### config.mk
export PLATFORM = sky130hd
export DESIGN_NAME = alu_other_top
export DESIGN_NICKNAME = d
export VERILOG_FILES = /design/src/common/alu_pkg.sv /design/src/common/alu_stage_if.sv /design/src/execute/alu_lane_minmax.sv /design/src/decode/alu_uop_decode.sv /design/src/execute/alu_execute.sv /design/src/source/alu_other_top.sv
export VERILOG_INCLUDE_DIRS = /design/src /design/src/common
export SDC_FILE = /design/constraint.sdc
export NUM_CORES = 1
export LEC_CHECK = 0
export BUFFER_PORTS_ARGS = -buffer_cell sky130_fd_sc_hd__buf_2
export CAP_MARGIN = 20
export CORE_MARGIN = 2
export CORE_UTILIZATION = 40
export CTS_BUF_LIST = sky130_fd_sc_hd__clkbuf_4 sky130_fd_sc_hd__clkbuf_8
export CTS_CLUSTER_SIZE = 40
export DETAILED_ROUTE_END_ITERATION = 10
export HOLD_SLACK_MARGIN = 0.03
export SLEW_MARGIN = 20
export SYNTH_ARGS = -nofsm -noshare
export SYNTH_HDL_FRONTEND = slang
export SYNTH_SLANG_ARGS = --single-unit
### constraint.sdc
create_clock -name clk -period 7.14 [get_ports clk]
set_input_delay 0.714 -clock clk [delete_from_list [all_inputs] [get_ports clk]]
set_output_delay 0.714 -clock clk [all_outputs]
set_load 0.005 [all_outputs]
### src/common/alu_settings.svh
`ifndef ALU_SETTINGS_SVH
`define ALU_SETTINGS_SVH

// vector register and scalar operand widths
`define VLEN 128
`define XLEN 32

// element widths
`define BYTE_WIDTH 8
`define HWORD_WIDTH 16
`define WORD_WIDTH 32

// bytes per vector register, also the mask bits per micro-op
`define VLENB (`VLEN/`BYTE_WIDTH)

// reorder buffer tag
`define ROB_TAG_WIDTH 3

// micro-op index within a register group
`define UOP_INDEX_WIDTH 2

`endif

### src/common/alu_pkg.sv
`default_nettype none

`include "alu_settings.svh"

package alu_pkg;

  // operand form
  typedef enum logic [2:0] {
    OPIVV = 3'b000,
    OPMVV = 3'b010,
    OPIVI = 3'b011,
    OPIVX = 3'b100
  } funct3_e;

  // arithmetic funct6, RVV encodings
  typedef enum logic [5:0] {
    VMINU      = 6'b000100,
    VMIN       = 6'b000101,
    VMAXU      = 6'b000110,
    VMAX       = 6'b000111,
    VXUNARY0   = 6'b010010,
    VMERGE_VMV = 6'b010111
  } funct6_e;

  // vs1 field under VXUNARY0
  typedef enum logic [4:0] {
    VZEXT_VF4 = 5'b00100,
    VSEXT_VF4 = 5'b00101,
    VZEXT_VF2 = 5'b00110,
    VSEXT_VF2 = 5'b00111
  } ext_code_e;

  typedef enum logic [1:0] {
    EEW8  = 2'b00,
    EEW16 = 2'b01,
    EEW32 = 2'b10
  } eew_e;

  // low two bits of the min/max codes line up with funct6[1:0]
  typedef enum logic [2:0] {
    OP_MINU  = 3'd0,
    OP_MIN   = 3'd1,
    OP_MAXU  = 3'd2,
    OP_MAX   = 3'd3,
    OP_MOVE  = 3'd4,
    OP_MERGE = 3'd5,
    OP_ZEXT  = 3'd6,
    OP_SEXT  = 3'd7
  } alu_op_e;

  // one vector register seen as bytes, halfwords or words
  typedef union packed {
    logic [`VLENB-1:0][`BYTE_WIDTH-1:0]               b;
    logic [`VLEN/`HWORD_WIDTH-1:0][`HWORD_WIDTH-1:0]  h;
    logic [`VLEN/`WORD_WIDTH-1:0][`WORD_WIDTH-1:0]    w;
  } vreg_u;

endpackage

`default_nettype wire

### src/common/alu_stage_if.sv
`default_nettype none

`include "alu_settings.svh"

interface alu_stage_if;
  import alu_pkg::*;

  logic                       valid;
  logic [`ROB_TAG_WIDTH-1:0]  rob_entry;
  alu_op_e                    op;
  eew_e                       eew;
  vreg_u                      src1;
  vreg_u                      src2;
  // one bit per element, merge only
  logic [`VLENB-1:0]          mask;

  modport source (
    output valid, rob_entry, op, eew, src1, src2, mask
  );

  modport sink (
    input valid, rob_entry, op, eew, src1, src2, mask
  );

endinterface

`default_nettype wire

### src/execute/alu_lane_minmax.sv
`default_nettype none

module alu_lane_minmax #(
  parameter int elem_width = 8
) (
  input  logic [elem_width-1:0]  a,
  input  logic [elem_width-1:0]  b,
  input  logic                   is_signed,
  input  logic                   take_max,
  output logic [elem_width-1:0]  y
);

  logic signed [elem_width:0]  a_ext;
  logic signed [elem_width:0]  b_ext;
  logic                        a_lt_b;

  // one extra bit lets a single signed compare cover both cases
  assign a_ext = {is_signed & a[elem_width-1], a};
  assign b_ext = {is_signed & b[elem_width-1], b};

  assign a_lt_b = a_ext < b_ext;

  // min keeps a when smaller, max keeps b then
  assign y = (a_lt_b ^ take_max) ? a : b;

endmodule

`default_nettype wire

### src/decode/alu_uop_decode.sv
`default_nettype none

`include "alu_settings.svh"

module alu_uop_decode (
  input  logic                         clk,
  input  logic                         rst_n,
  input  logic                         uop_valid,
  input  logic [`ROB_TAG_WIDTH-1:0]    rob_entry,
  input  alu_pkg::funct3_e             funct3,
  input  alu_pkg::funct6_e             funct6,
  input  logic [4:0]                   vs1_index,
  input  logic                         vm,
  input  alu_pkg::eew_e                vd_eew,
  input  alu_pkg::eew_e                vs2_eew,
  input  logic [`UOP_INDEX_WIDTH-1:0]  uop_index,
  input  logic [`VLEN-1:0]             v0_data,
  input  logic                         v0_valid,
  input  logic [`VLEN-1:0]             vs1_data,
  input  logic                         vs1_valid,
  input  logic [`VLEN-1:0]             vs2_data,
  input  logic                         vs2_valid,
  input  logic [`XLEN-1:0]             rs1_data,
  input  logic                         rs1_valid,
  alu_stage_if.source                  stage
);
  import alu_pkg::*;

  alu_op_e              op_d;
  logic                 known_op;
  logic                 ext_vf4;
  logic                 is_ext;
  logic                 src1_ok;
  logic                 operands_ok;
  eew_e                 eew_d;
  logic [`VLEN-1:0]     rs1_rep;
  vreg_u                src1_d;
  vreg_u                src2_d;
  logic [`VLENB-1:0]    mask_d;
  logic [`VLEN/4-1:0]   ext_quarter;
  logic [`VLEN/2-1:0]   ext_half;
  logic [`VLEN/2-1:0]   ext_quarter_wide;

  always_comb begin
    op_d     = OP_MOVE;
    known_op = 1'b0;
    case (funct3)
      OPIVV, OPIVX, OPIVI: begin
        case (funct6)
          VMINU, VMIN, VMAXU, VMAX: begin
            op_d     = alu_op_e'({1'b0, funct6[1:0]});
            // no immediate form of min/max
            known_op = (funct3 != OPIVI);
          end
          VMERGE_VMV: begin
            op_d     = vm ? OP_MOVE : OP_MERGE;
            known_op = 1'b1;
          end
          default: ;
        endcase
      end
      OPMVV: begin
        if (funct6 == VXUNARY0) begin
          case (vs1_index)
            VZEXT_VF2, VZEXT_VF4: begin
              op_d     = OP_ZEXT;
              known_op = 1'b1;
            end
            VSEXT_VF2, VSEXT_VF4: begin
              op_d     = OP_SEXT;
              known_op = 1'b1;
            end
            default: ;
          endcase
        end
      end
      default: ;
    endcase
  end

  assign is_ext  = (op_d == OP_ZEXT) || (op_d == OP_SEXT);
  assign ext_vf4 = (vs1_index == VZEXT_VF4) || (vs1_index == VSEXT_VF4);
  assign src1_ok = (funct3 == OPIVV) ? vs1_valid : rs1_valid;

  // operand valids required by each form
  always_comb begin
    case (op_d)
      OP_MOVE:  operands_ok = src1_ok;
      OP_MERGE: operands_ok = src1_ok && vs2_valid && v0_valid;
      OP_ZEXT, OP_SEXT: begin
        operands_ok = !vs1_valid && vs2_valid &&
                      (ext_vf4 ? (vs2_eew == EEW8) :
                                 ((vs2_eew == EEW8) || (vs2_eew == EEW16)));
      end
      default:  operands_ok = src1_ok && vs2_valid;
    endcase
  end

  // execute only doubles, so vf4 leaves here already widened to halfwords
  always_comb begin
    eew_d = vs2_eew;
    if (op_d == OP_MOVE) begin
      eew_d = vd_eew;
    end else if (is_ext && ext_vf4) begin
      eew_d = EEW16;
    end
  end

  // scalar splat at the operation width
  always_comb begin
    case (eew_d)
      EEW8:    rs1_rep = {(`VLEN/`BYTE_WIDTH){rs1_data[`BYTE_WIDTH-1:0]}};
      EEW16:   rs1_rep = {(`VLEN/`HWORD_WIDTH){rs1_data[`HWORD_WIDTH-1:0]}};
      default: rs1_rep = {(`VLEN/`WORD_WIDTH){rs1_data[`WORD_WIDTH-1:0]}};
    endcase
  end

  assign src1_d = (funct3 == OPIVV) ? vs1_data : rs1_rep;

  assign ext_quarter = vs2_data[uop_index*(`VLEN/4) +: `VLEN/4];
  assign ext_half    = vs2_data[uop_index[0]*(`VLEN/2) +: `VLEN/2];

  always_comb begin
    for (int i = 0; i < (`VLEN/4)/`BYTE_WIDTH; i++) begin
      ext_quarter_wide[i*`HWORD_WIDTH +: `HWORD_WIDTH] =
        {{`BYTE_WIDTH{(op_d == OP_SEXT) & ext_quarter[i*`BYTE_WIDTH+`BYTE_WIDTH-1]}},
         ext_quarter[i*`BYTE_WIDTH +: `BYTE_WIDTH]};
    end
  end

  always_comb begin
    if (is_ext) begin
      src2_d = ext_vf4 ? {2{ext_quarter_wide}} : {2{ext_half}};
    end else begin
      src2_d = vs2_data;
    end
  end

  // v0 slice for this micro-op
  always_comb begin
    case (vs2_eew)
      EEW8:  mask_d = v0_data[uop_index*`VLENB +: `VLENB];
      EEW16: mask_d = {{(`VLENB/2){1'b0}}, v0_data[uop_index*(`VLENB/2) +: `VLENB/2]};
      default: begin
        mask_d = {{(`VLENB*3/4){1'b0}}, v0_data[uop_index*(`VLENB/4) +: `VLENB/4]};
      end
    endcase
  end

  always_ff @(posedge clk) begin
    if (!rst_n) begin
      stage.valid <= 1'b0;
    end else begin
      stage.valid <= uop_valid && known_op && operands_ok;
    end
  end

  always_ff @(posedge clk) begin
    if (uop_valid) begin
      stage.rob_entry <= rob_entry;
      stage.op        <= op_d;
      stage.eew       <= eew_d;
      stage.src1      <= src1_d;
      stage.src2      <= src2_d;
      stage.mask      <= mask_d;
    end
  end

  stage_valid_after_reset: assert property (@(posedge clk) !rst_n |=> !stage.valid)
    else $error("decode valid high right after reset");

endmodule

`default_nettype wire

### src/execute/alu_execute.sv
`default_nettype none

`include "alu_settings.svh"

module alu_execute (
  input  logic                       clk,
  input  logic                       rst_n,
  alu_stage_if.sink                  stage,
  output logic                       result_valid,
  output logic [`ROB_TAG_WIDTH-1:0]  result_rob_entry,
  output logic [`VLEN-1:0]           result_data
);
  import alu_pkg::*;

  logic                                             is_signed;
  logic                                             take_max;
  logic [`VLENB-1:0][`BYTE_WIDTH-1:0]               mm8;
  logic [`VLEN/`HWORD_WIDTH-1:0][`HWORD_WIDTH-1:0]  mm16;
  logic [`VLEN/`WORD_WIDTH-1:0][`WORD_WIDTH-1:0]    mm32;
  logic [`VLEN-1:0]                                 minmax_res;
  vreg_u                                            merge_res;
  vreg_u                                            ext_res;
  logic [`VLEN-1:0]                                 result_d;

  assign is_signed = (stage.op == OP_MIN) || (stage.op == OP_MAX);
  assign take_max  = (stage.op == OP_MAXU) || (stage.op == OP_MAX);

  // vs2 on a, vs1 or scalar on b
  generate
    for (genvar i = 0; i < `VLENB; i++) begin : g_byte
      alu_lane_minmax #(.elem_width(`BYTE_WIDTH)) lane_inst (
        .a(stage.src2.b[i]), .b(stage.src1.b[i]),
        .is_signed(is_signed), .take_max(take_max), .y(mm8[i])
      );
    end
    for (genvar i = 0; i < `VLEN/`HWORD_WIDTH; i++) begin : g_hword
      alu_lane_minmax #(.elem_width(`HWORD_WIDTH)) lane_inst (
        .a(stage.src2.h[i]), .b(stage.src1.h[i]),
        .is_signed(is_signed), .take_max(take_max), .y(mm16[i])
      );
    end
    for (genvar i = 0; i < `VLEN/`WORD_WIDTH; i++) begin : g_word
      alu_lane_minmax #(.elem_width(`WORD_WIDTH)) lane_inst (
        .a(stage.src2.w[i]), .b(stage.src1.w[i]),
        .is_signed(is_signed), .take_max(take_max), .y(mm32[i])
      );
    end
  endgenerate

  always_comb begin
    case (stage.eew)
      EEW8:    minmax_res = mm8;
      EEW16:   minmax_res = mm16;
      default: minmax_res = mm32;
    endcase
  end

  always_comb begin
    merge_res = stage.src2;
    case (stage.eew)
      EEW8: begin
        for (int i = 0; i < `VLENB; i++) begin
          if (stage.mask[i]) merge_res.b[i] = stage.src1.b[i];
        end
      end
      EEW16: begin
        for (int i = 0; i < `VLEN/`HWORD_WIDTH; i++) begin
          if (stage.mask[i]) merge_res.h[i] = stage.src1.h[i];
        end
      end
      default: begin
        for (int i = 0; i < `VLEN/`WORD_WIDTH; i++) begin
          if (stage.mask[i]) merge_res.w[i] = stage.src1.w[i];
        end
      end
    endcase
  end

  // source elements come from the low half of src2, output is twice eew
  always_comb begin
    ext_res = '0;
    if (stage.eew == EEW8) begin
      for (int i = 0; i < `VLEN/`HWORD_WIDTH; i++) begin
        ext_res.h[i] = {{`BYTE_WIDTH{(stage.op == OP_SEXT) & stage.src2.b[i][`BYTE_WIDTH-1]}},
                        stage.src2.b[i]};
      end
    end else begin
      for (int i = 0; i < `VLEN/`WORD_WIDTH; i++) begin
        ext_res.w[i] = {{`HWORD_WIDTH{(stage.op == OP_SEXT) & stage.src2.h[i][`HWORD_WIDTH-1]}},
                        stage.src2.h[i]};
      end
    end
  end

  always_comb begin
    case (stage.op)
      OP_MOVE:          result_d = stage.src1;
      OP_MERGE:         result_d = merge_res;
      OP_ZEXT, OP_SEXT: result_d = ext_res;
      default:          result_d = minmax_res;
    endcase
  end

  always_ff @(posedge clk) begin
    if (!rst_n) begin
      result_valid <= 1'b0;
    end else begin
      result_valid <= stage.valid;
    end
  end

  always_ff @(posedge clk) begin
    if (stage.valid) begin
      result_rob_entry <= stage.rob_entry;
      result_data      <= result_d;
    end
  end

  result_follows_stage: assert property (@(posedge clk) disable iff (!rst_n)
    result_valid |-> $past(stage.valid))
    else $error("result without a decoded micro-op one cycle earlier");

endmodule

`default_nettype wire

### src/source/alu_other_top.sv
`default_nettype none

`include "alu_settings.svh"

module alu_other_top (
  input  logic                         clk,
  input  logic                         rst_n,
  input  logic                         uop_valid,
  input  logic [`ROB_TAG_WIDTH-1:0]    rob_entry,
  input  alu_pkg::funct3_e             funct3,
  input  alu_pkg::funct6_e             funct6,
  input  logic [4:0]                   vs1_index,
  input  logic                         vm,
  input  alu_pkg::eew_e                vd_eew,
  input  alu_pkg::eew_e                vs2_eew,
  input  logic [`UOP_INDEX_WIDTH-1:0]  uop_index,
  input  logic [`VLEN-1:0]             v0_data,
  input  logic                         v0_valid,
  input  logic [`VLEN-1:0]             vs1_data,
  input  logic                         vs1_valid,
  input  logic [`VLEN-1:0]             vs2_data,
  input  logic                         vs2_valid,
  input  logic [`XLEN-1:0]             rs1_data,
  input  logic                         rs1_valid,
  output logic                         result_valid,
  output logic [`ROB_TAG_WIDTH-1:0]    result_rob_entry,
  output logic [`VLEN-1:0]             result_data
);

  // decoded micro-op between the two stages
  alu_stage_if stage_if ();

  alu_uop_decode alu_uop_decode_inst (
    .clk       (clk),
    .rst_n     (rst_n),
    .uop_valid (uop_valid),
    .rob_entry (rob_entry),
    .funct3    (funct3),
    .funct6    (funct6),
    .vs1_index (vs1_index),
    .vm        (vm),
    .vd_eew    (vd_eew),
    .vs2_eew   (vs2_eew),
    .uop_index (uop_index),
    .v0_data   (v0_data),
    .v0_valid  (v0_valid),
    .vs1_data  (vs1_data),
    .vs1_valid (vs1_valid),
    .vs2_data  (vs2_data),
    .vs2_valid (vs2_valid),
    .rs1_data  (rs1_data),
    .rs1_valid (rs1_valid),
    .stage     (stage_if)
  );

  alu_execute alu_execute_inst (
    .clk              (clk),
    .rst_n            (rst_n),
    .stage            (stage_if),
    .result_valid     (result_valid),
    .result_rob_entry (result_rob_entry),
    .result_data      (result_data)
  );

endmodule

`default_nettype wire

# Word level (Yosys, flattened, before mapping)
# Index checks and enable logic that the tools add are counted.
[op_classes]
n_lt_le_gt_ge = 28
n_div = 0
add_sub_neg = 0
eq_ne = 28
shifts = 5
bitwise = 72
mux = 79
mul = 0
reduce_logical = 24
[ops]
columns = ["operator", "count"]
rows = [
  ["$pmux 128 s2", 3],
  ["$mux 128", 3],
  ["$pmux 128 s3", 1],
  ["$mux 16", 16],
  ["$mux 32", 8],
  ["$mux 8", 32],
  ["$lt 9x9->1", 16],
  ["$lt 17x17->1", 8],
  ["$lt 33x33->1", 4],
  ["$shiftx 128x5->4", 1],
  ["$shiftx 128x6->8", 1],
  ["$shiftx 128x7->16", 1],
  ["$shiftx 128x8->32", 1],
  ["$shiftx 128x8->64", 1],
  ["$mux 120", 1],
  ["$and 1x1->1", 44],
  ["$pmux 16 s2", 1],
  ["$xor 1x1->1", 28],
  ["$eq 3x3->1 const B", 9],
  ["$eq 6x3->1 const B", 4],
  ["$eq 5x3->1 const B", 4],
  ["$eq 3x2->1 const B", 4],
  ["$eq 6x5->1 const B", 2],
  ["$pmux 3 s2", 2],
  ["17 further kinds", 41],
]
[totals]
output_inout_bits = 132
input_bits = 447
regBits = 413
latchBits = 0
mem_count = 0
mem_bits_ro = 0
mem_bits_rw = 0

# Logic depth before layout (Yosys ltp)
[logic_depth]
depth_word = 13
depth_mapped = 14

# By module
# A second synthesis with hierarchy kept.
[unflattened]
cells_unflattened = 4359
hier_area_um2 = 45317.2
[by_module_without_submodules]
columns = ["mod", "area_per_inst_um2", "seq_area_each_um2", "instances", "cells_each"]
rows = [
  ["alu_execute", 14201.1, 3953.8, 1, 1554],
  ["alu_uop_decode", 14181.1, 8428.1, 1, 1002],
  ["alu_lane_minmax (alu_execute_inst.g_byte[0].lane_inst ...)", 376.6, 0.0, 16, 36],
  ["alu_lane_minmax (alu_execute_inst.g_word[0].lane_inst ...)", 1338.8, 0.0, 4, 151],
  ["alu_lane_minmax (alu_execute_inst.g_hword[1].lane_inst ...)", 695.7, 0.0, 7, 78],
  ["alu_lane_minmax (alu_execute_inst.g_hword[0].lane_inst)", 684.4, 0.0, 1, 77],
]

# Least setup slack after synthesis
# OpenSTA, ideal clock, no wires.
[synth_path]
kind = "reg2reg"
from = "register alu_uop_decode_inst.stage.valid"
to = "register alu_execute_inst.result_data[0] (enable)"
stages_incl_launch_ff = 1
synth_period_minus_slack_ns = 3.653
setup_ns = 0.502
n_path_buf = 0
t_arrival_ns = 3.150
path_slack_ns = 3.487
cell_sequence = "dfxtp_1"
[synth_rtl]
columns = ["element", "line", "rtl"]
rows = [
  ["start: declaration", "alu_stage_if.sv:18", "output valid, rob_entry, op, eew, src1, src2, mask"],
  ["start signal: assignment", "alu_uop_decode.sv:154", "stage.valid <= uop_valid && known_op && operands_ok;"],
  ["end signal: assignment", "alu_execute.sv:115", "result_data <= result_d;"],
  ["end: declaration", "alu_execute.sv:11", "output logic [`VLEN-1:0] result_data"],
]
# No word-level cell between the ends.

# Worst setup path after layout
[layout_path]
from = "register alu_uop_decode_inst.stage.src2[8]"
to = "register alu_execute_inst.result_data[22] (data pin)"
[layout_via]
elab_chain_cells = 5
[layout_rtl]
columns = ["element", "line", "rtl"]
rows = [
  ["start: declaration", "alu_stage_if.sv:18", ""],
  ["start signal: assignment", "alu_uop_decode.sv:164", "stage.src2 <= src2_d;"],
  ["$lt 33x33->1", "alu_lane_minmax.sv:21", "assign a_lt_b = a_ext < b_ext;"],
  ["$xor 1x1->1", "alu_lane_minmax.sv:24", "assign y = (a_lt_b ^ take_max) ? a : b;"],
  ["$mux 32", "alu_lane_minmax.sv:24", ""],
  ["$pmux 128 s2", "alu_execute.sv:51", "case (stage.eew)"],
  ["$pmux 128 s3", "alu_execute.sv:96", "case (stage.op)"],
  ["net alu_execute_inst.result_d[22]", "alu_execute.sv:23", "logic [`VLEN-1:0] result_d;"],
]
# The timed path passes the listed nets, and every way through them passes these cells.
# A chain may end at the register's enable or synchronous reset.

==> flow_metrics.env <==
export IMPL_cts_tree="yes"
export IMPL_worstMarginPinSlew_ns=1.106
export IMPL_synthCells=3256
export IMPL_maxCapViolCount=0
export IMPL_skew_ns=0.05219
export IMPL_seq_power_share_pct=40.0
export IMPL_period_share_pct=67.01
export IMPL_antenna_found_initial=25
export IMPL_clock_sinks=413
export IMPL_vias=29842
export IMPL_avgSynthCellArea_um2=9.516
export IMPL_drt_iter0_drc=4019
export IMPL_avgViaCountPerCell=6.209
export IMPL_cts_path_max_buffers=3
export IMPL_vdd_drop_max_mv=0.1152
export IMPL_grt_pass1_wl_mm=190.0
export IMPL_end_kind="flip-flop"
export IMPL_grtUsageTotal_pct=33.09
export IMPL_ys_ff_latch=413
export IMPL_setup_viol=0
export IMPL_crit_start="alu_uop_decode_inst.stage.src2[8]"
export IMPL_rsz0062_at_grt="no"
export IMPL_cts_reportedPaths_clkPinSlew_ns=0.06
export IMPL_synth_async_reset_ratio_pct=0
export IMPL_arrival_ns=5.23
export IMPL_area_growth_pct=16.54
export IMPL_swShare_pct=35.37
export IMPL_drt_total_wl_mm=135.6
export IMPL_path_class="reg2reg"
export IMPL_start_util_pct=40.20
export IMPL_yosys_area_top_type="edfxtp_1"
export IMPL_placed_cells=4656
export IMPL_yosysWarnings=0
export IMPL_die_w_um=282.3
export IMPL_rr_startpoint="alu_uop_decode_inst.stage.src2[8]"
export IMPL_synthDistinctLibCells=91
export IMPL_die_area_um2=79700
export IMPL_grt_max_degree=116
export IMPL_dp_hpwl_mm=101.7
export IMPL_crit_family="compound AO/OA/AOI/OAI gates"
export IMPL_synth_ff_type="edfxtp_1"
export IMPL_netlist_area_um2=30980
export IMPL_cp_max_fo=11
export IMPL_routabilityCongestion=0.9992
export IMPL_multiInputGateArea_um2=17210
export IMPL_hp_class="in2reg"
export IMPL_netSwitchingPower_mw=2.808
export IMPL_final_max_slew_viol_count=0
export IMPL_cp_cell_sequence="inv_1 > ha_1 > and4_1 > a221oi_2 > o221a_2 > nand3b_1 > and2_1 > a21oi_1 > a221oi_1"
export IMPL_clock_latency_ns=0.71
export IMPL_finalSetupTns_ns=0
export IMPL_post_cts_buffers=0
export IMPL_use_met1_pct=43.01
export IMPL_min_period_ns=4.785
export IMPL_pwr_share_clk_pct=31.1
export IMPL_cts_made_buffers=77
export IMPL_p_per_area_nw_per_um2=219.9
export IMPL_synth_edff_count=411
export IMPL_worstPathRequired_ns=7.58
export IMPL_port_buffers=514
export IMPL_h_tree_depth=3
export IMPL_critPathSlowestCell="a221oi_2"
export IMPL_critPathBufInv=1
export IMPL_regToRegSetupSlack_ns=2.36
export IMPL_seq_area_frac_synth_pct=39.96
export IMPL_grt_pass1_vias=27520
export IMPL_dr_pass1_iters=8
export IMPL_synth_top_area_share_pct=39.83
export IMPL_die_h_um=282.3
export IMPL_power_frac_comb_pct=28.9
export IMPL_p_int_mw=5.131
export IMPL_cts_resized=0
export IMPL_regArea_um2=12390
export IMPL_cts_root_buffer="clkbuf_8"
export IMPL_status="finished, final reports clean"
export IMPL_fillers=7562
export IMPL_start_kind="flip-flop"
export IMPL_fmax_mhz=209.0
export IMPL_wl_per_cell_um=28.21
export IMPL_finalHoldViolations=0
export IMPL_final_nets=4278
export IMPL_cts_hold_buf=0
export IMPL_max_slew_margin_rel_pct=25.77
export IMPL_hp_start="rob_entry[0]"
export IMPL_leakagePower_nw=15.16
export IMPL_ios=579
export IMPL_synth_nets=3839
export IMPL_drc=0
export IMPL_ant_nets=0
export IMPL_met3_usage_pct=7.401
export IMPL_critical_path_max_stage_delay_ns=0.88
export IMPL_busiest_layer="met2"
export IMPL_met2_usage_pct=51.35
export IMPL_fp_row_count=102
export IMPL_stdcell_count=4806
export IMPL_core_area_um2=77080
export IMPL_ys_top_cells_by_area="edfxtp_1, mux2i_1, ha_1, a21oi_1, nand2_1"
export IMPL_drive_gt1_share_pct=23.11
export IMPL_overflow=0
==> synthesized netlist by cell type (20+ instances only) <==
cell type  number
ha_1          136
a21oi_1       334
buf_1          26
nand2_1       361
nand3_1        63
mux2_2         47
mux2i_1       199
inv_1         158
clkbuf_1      146
o21ai_0       254
nor2_1        306
mux4_2         60
buf_2          20
a21o_1         57
a221oi_1       79
a22oi_1        85
edfxtp_1      411
mux2_1         22
or3_1          37
nand2b_1       29
and2_1         21
o21a_1         44
o211ai_1       28
==> through the flow <==
stage / power [mW] / util, % / cell area [µm²] / setup WS (ns) / hold WS, ns
floorplan: 4.559 / - / 30980 / 3.487 / 0.4003
global placement: 5.422 / 44.75 / 34490 / 2.599 / 0.4011
detailed placement: 5.445 / 44.75 / 34490 / 2.575 / 0.4056
CTS: 7.909 / 46.81 / 36080 / 2.559 / 0.1441
global route: 8.246 / 46.82 / 36090 / 2.354 / 0.1774
finish: 7.939 / 46.84 / 36110 / 2.355 / 0.2009
==> routing by layer <==
layer | share of wire (%) | up-vias
met2 | 45 | 1946
li1 | - | 13200
met1 | 38 | 14316
met3 | 11 | 364
met4 | 6.0 | 16
met5 | 0.076 | -
==> sequential cells by signal, summed over array words and instances, names as in the netlist <==
register                             flops
alu_execute_inst.result_data           128
alu_execute_inst.result_rob_entry        3
alu_execute_inst.result_valid            1
alu_uop_decode_inst.stage.eew            2
alu_uop_decode_inst.stage.mask          16
alu_uop_decode_inst.stage.op             3
alu_uop_decode_inst.stage.rob_entry      3
alu_uop_decode_inst.stage.src1         128
alu_uop_decode_inst.stage.src2         128
alu_uop_decode_inst.stage.valid          1
==> final cells by class <==
class	count	share of cell area [%]
sequential	413	34.30
multi-input combinational	2478	47.67
antenna	10	0.06930
clock buffer	96	3.347
clock inverter	44	1.057
tap	1040	3.604
timing repair buffer	564	8.274
inverter	161	1.677
==> cells by family (layout without fill, tap and decap cells) <==
family	count (synthesis)	after routing	share of synthesized area (%)
and+or+nand+nor	908	908	12.75
xor gates and xnor gates	35	35	1.147
AOI/OAI and AO/OA	1071	1071	22.68
adders and majority gates	136	136	5.492
buffers and inverters	365	865	4.676
DFF	413	413	39.96
muxes	328	328	13.30
other	0	10	0
==> power by group through the flow <==
stage	clock (mW)	combinational, mW	sequential [mW]
floorplan	0	1.52	3.04
global placement	0	2.22	3.21
detailed placement	0	2.24	3.21
CTS	2.50	2.25	3.16
global route	2.60	2.47	3.18
finish	2.47	2.30	3.17
==> worst paths after layout <==
kind	endpoint	cells past startpoint
setup / recovery	alu_execute_inst.result_data[22]	9
hold / removal	alu_uop_decode_inst.stage.rob_entry[0]	1
setup reg to reg	alu_execute_inst.result_data[22]	9
hold reg to reg	alu_execute_inst.result_rob_entry[1]	0
==> cells in the final DEF (no fill, tap or decap), types with 13 or more instances in the layout <==
| cell | netlist | final |
|---|---|---|
| a211oi_1 | 13 | 13 |
| a21oi_1 | 334 | 333 |
| a221oi_1 | 79 | 79 |
| buf_2 | 20 | 511 |
| nor3_1 | 19 | 19 |
| ha_1 | 136 | 136 |
| nand2b_1 | 29 | 29 |
| o211a_1 | 14 | 14 |
| clkbuf_8 | 0 | 78 |
| a22oi_1 | 85 | 85 |
| mux2i_1 | 199 | 197 |
| mux2_2 | 47 | 47 |
| o22ai_1 | 13 | 13 |
| mux2_1 | 22 | 22 |
| xor2_1 | 15 | 15 |
| edfxtp_1 | 411 | 411 |
| nand3_1 | 63 | 62 |
| clkinv_1 | 1 | 22 |
| or3_1 | 37 | 36 |
| nand2_1 | 361 | 360 |
| xnor2_1 | 15 | 15 |
| mux4_2 | 60 | 60 |
| a2111oi_0 | 15 | 15 |
| and2_1 | 21 | 21 |
| a21o_1 | 57 | 57 |
| clkbuf_4 | 0 | 18 |
| o211ai_1 | 28 | 28 |
| buf_4 | 8 | 50 |
| inv_1 | 158 | 157 |
| nor2_1 | 306 | 300 |
| o21ai_0 | 254 | 254 |
| nand4_1 | 17 | 17 |
| o21a_1 | 44 | 44 |
No activity file was read; power rests on OpenSTA's default activity.
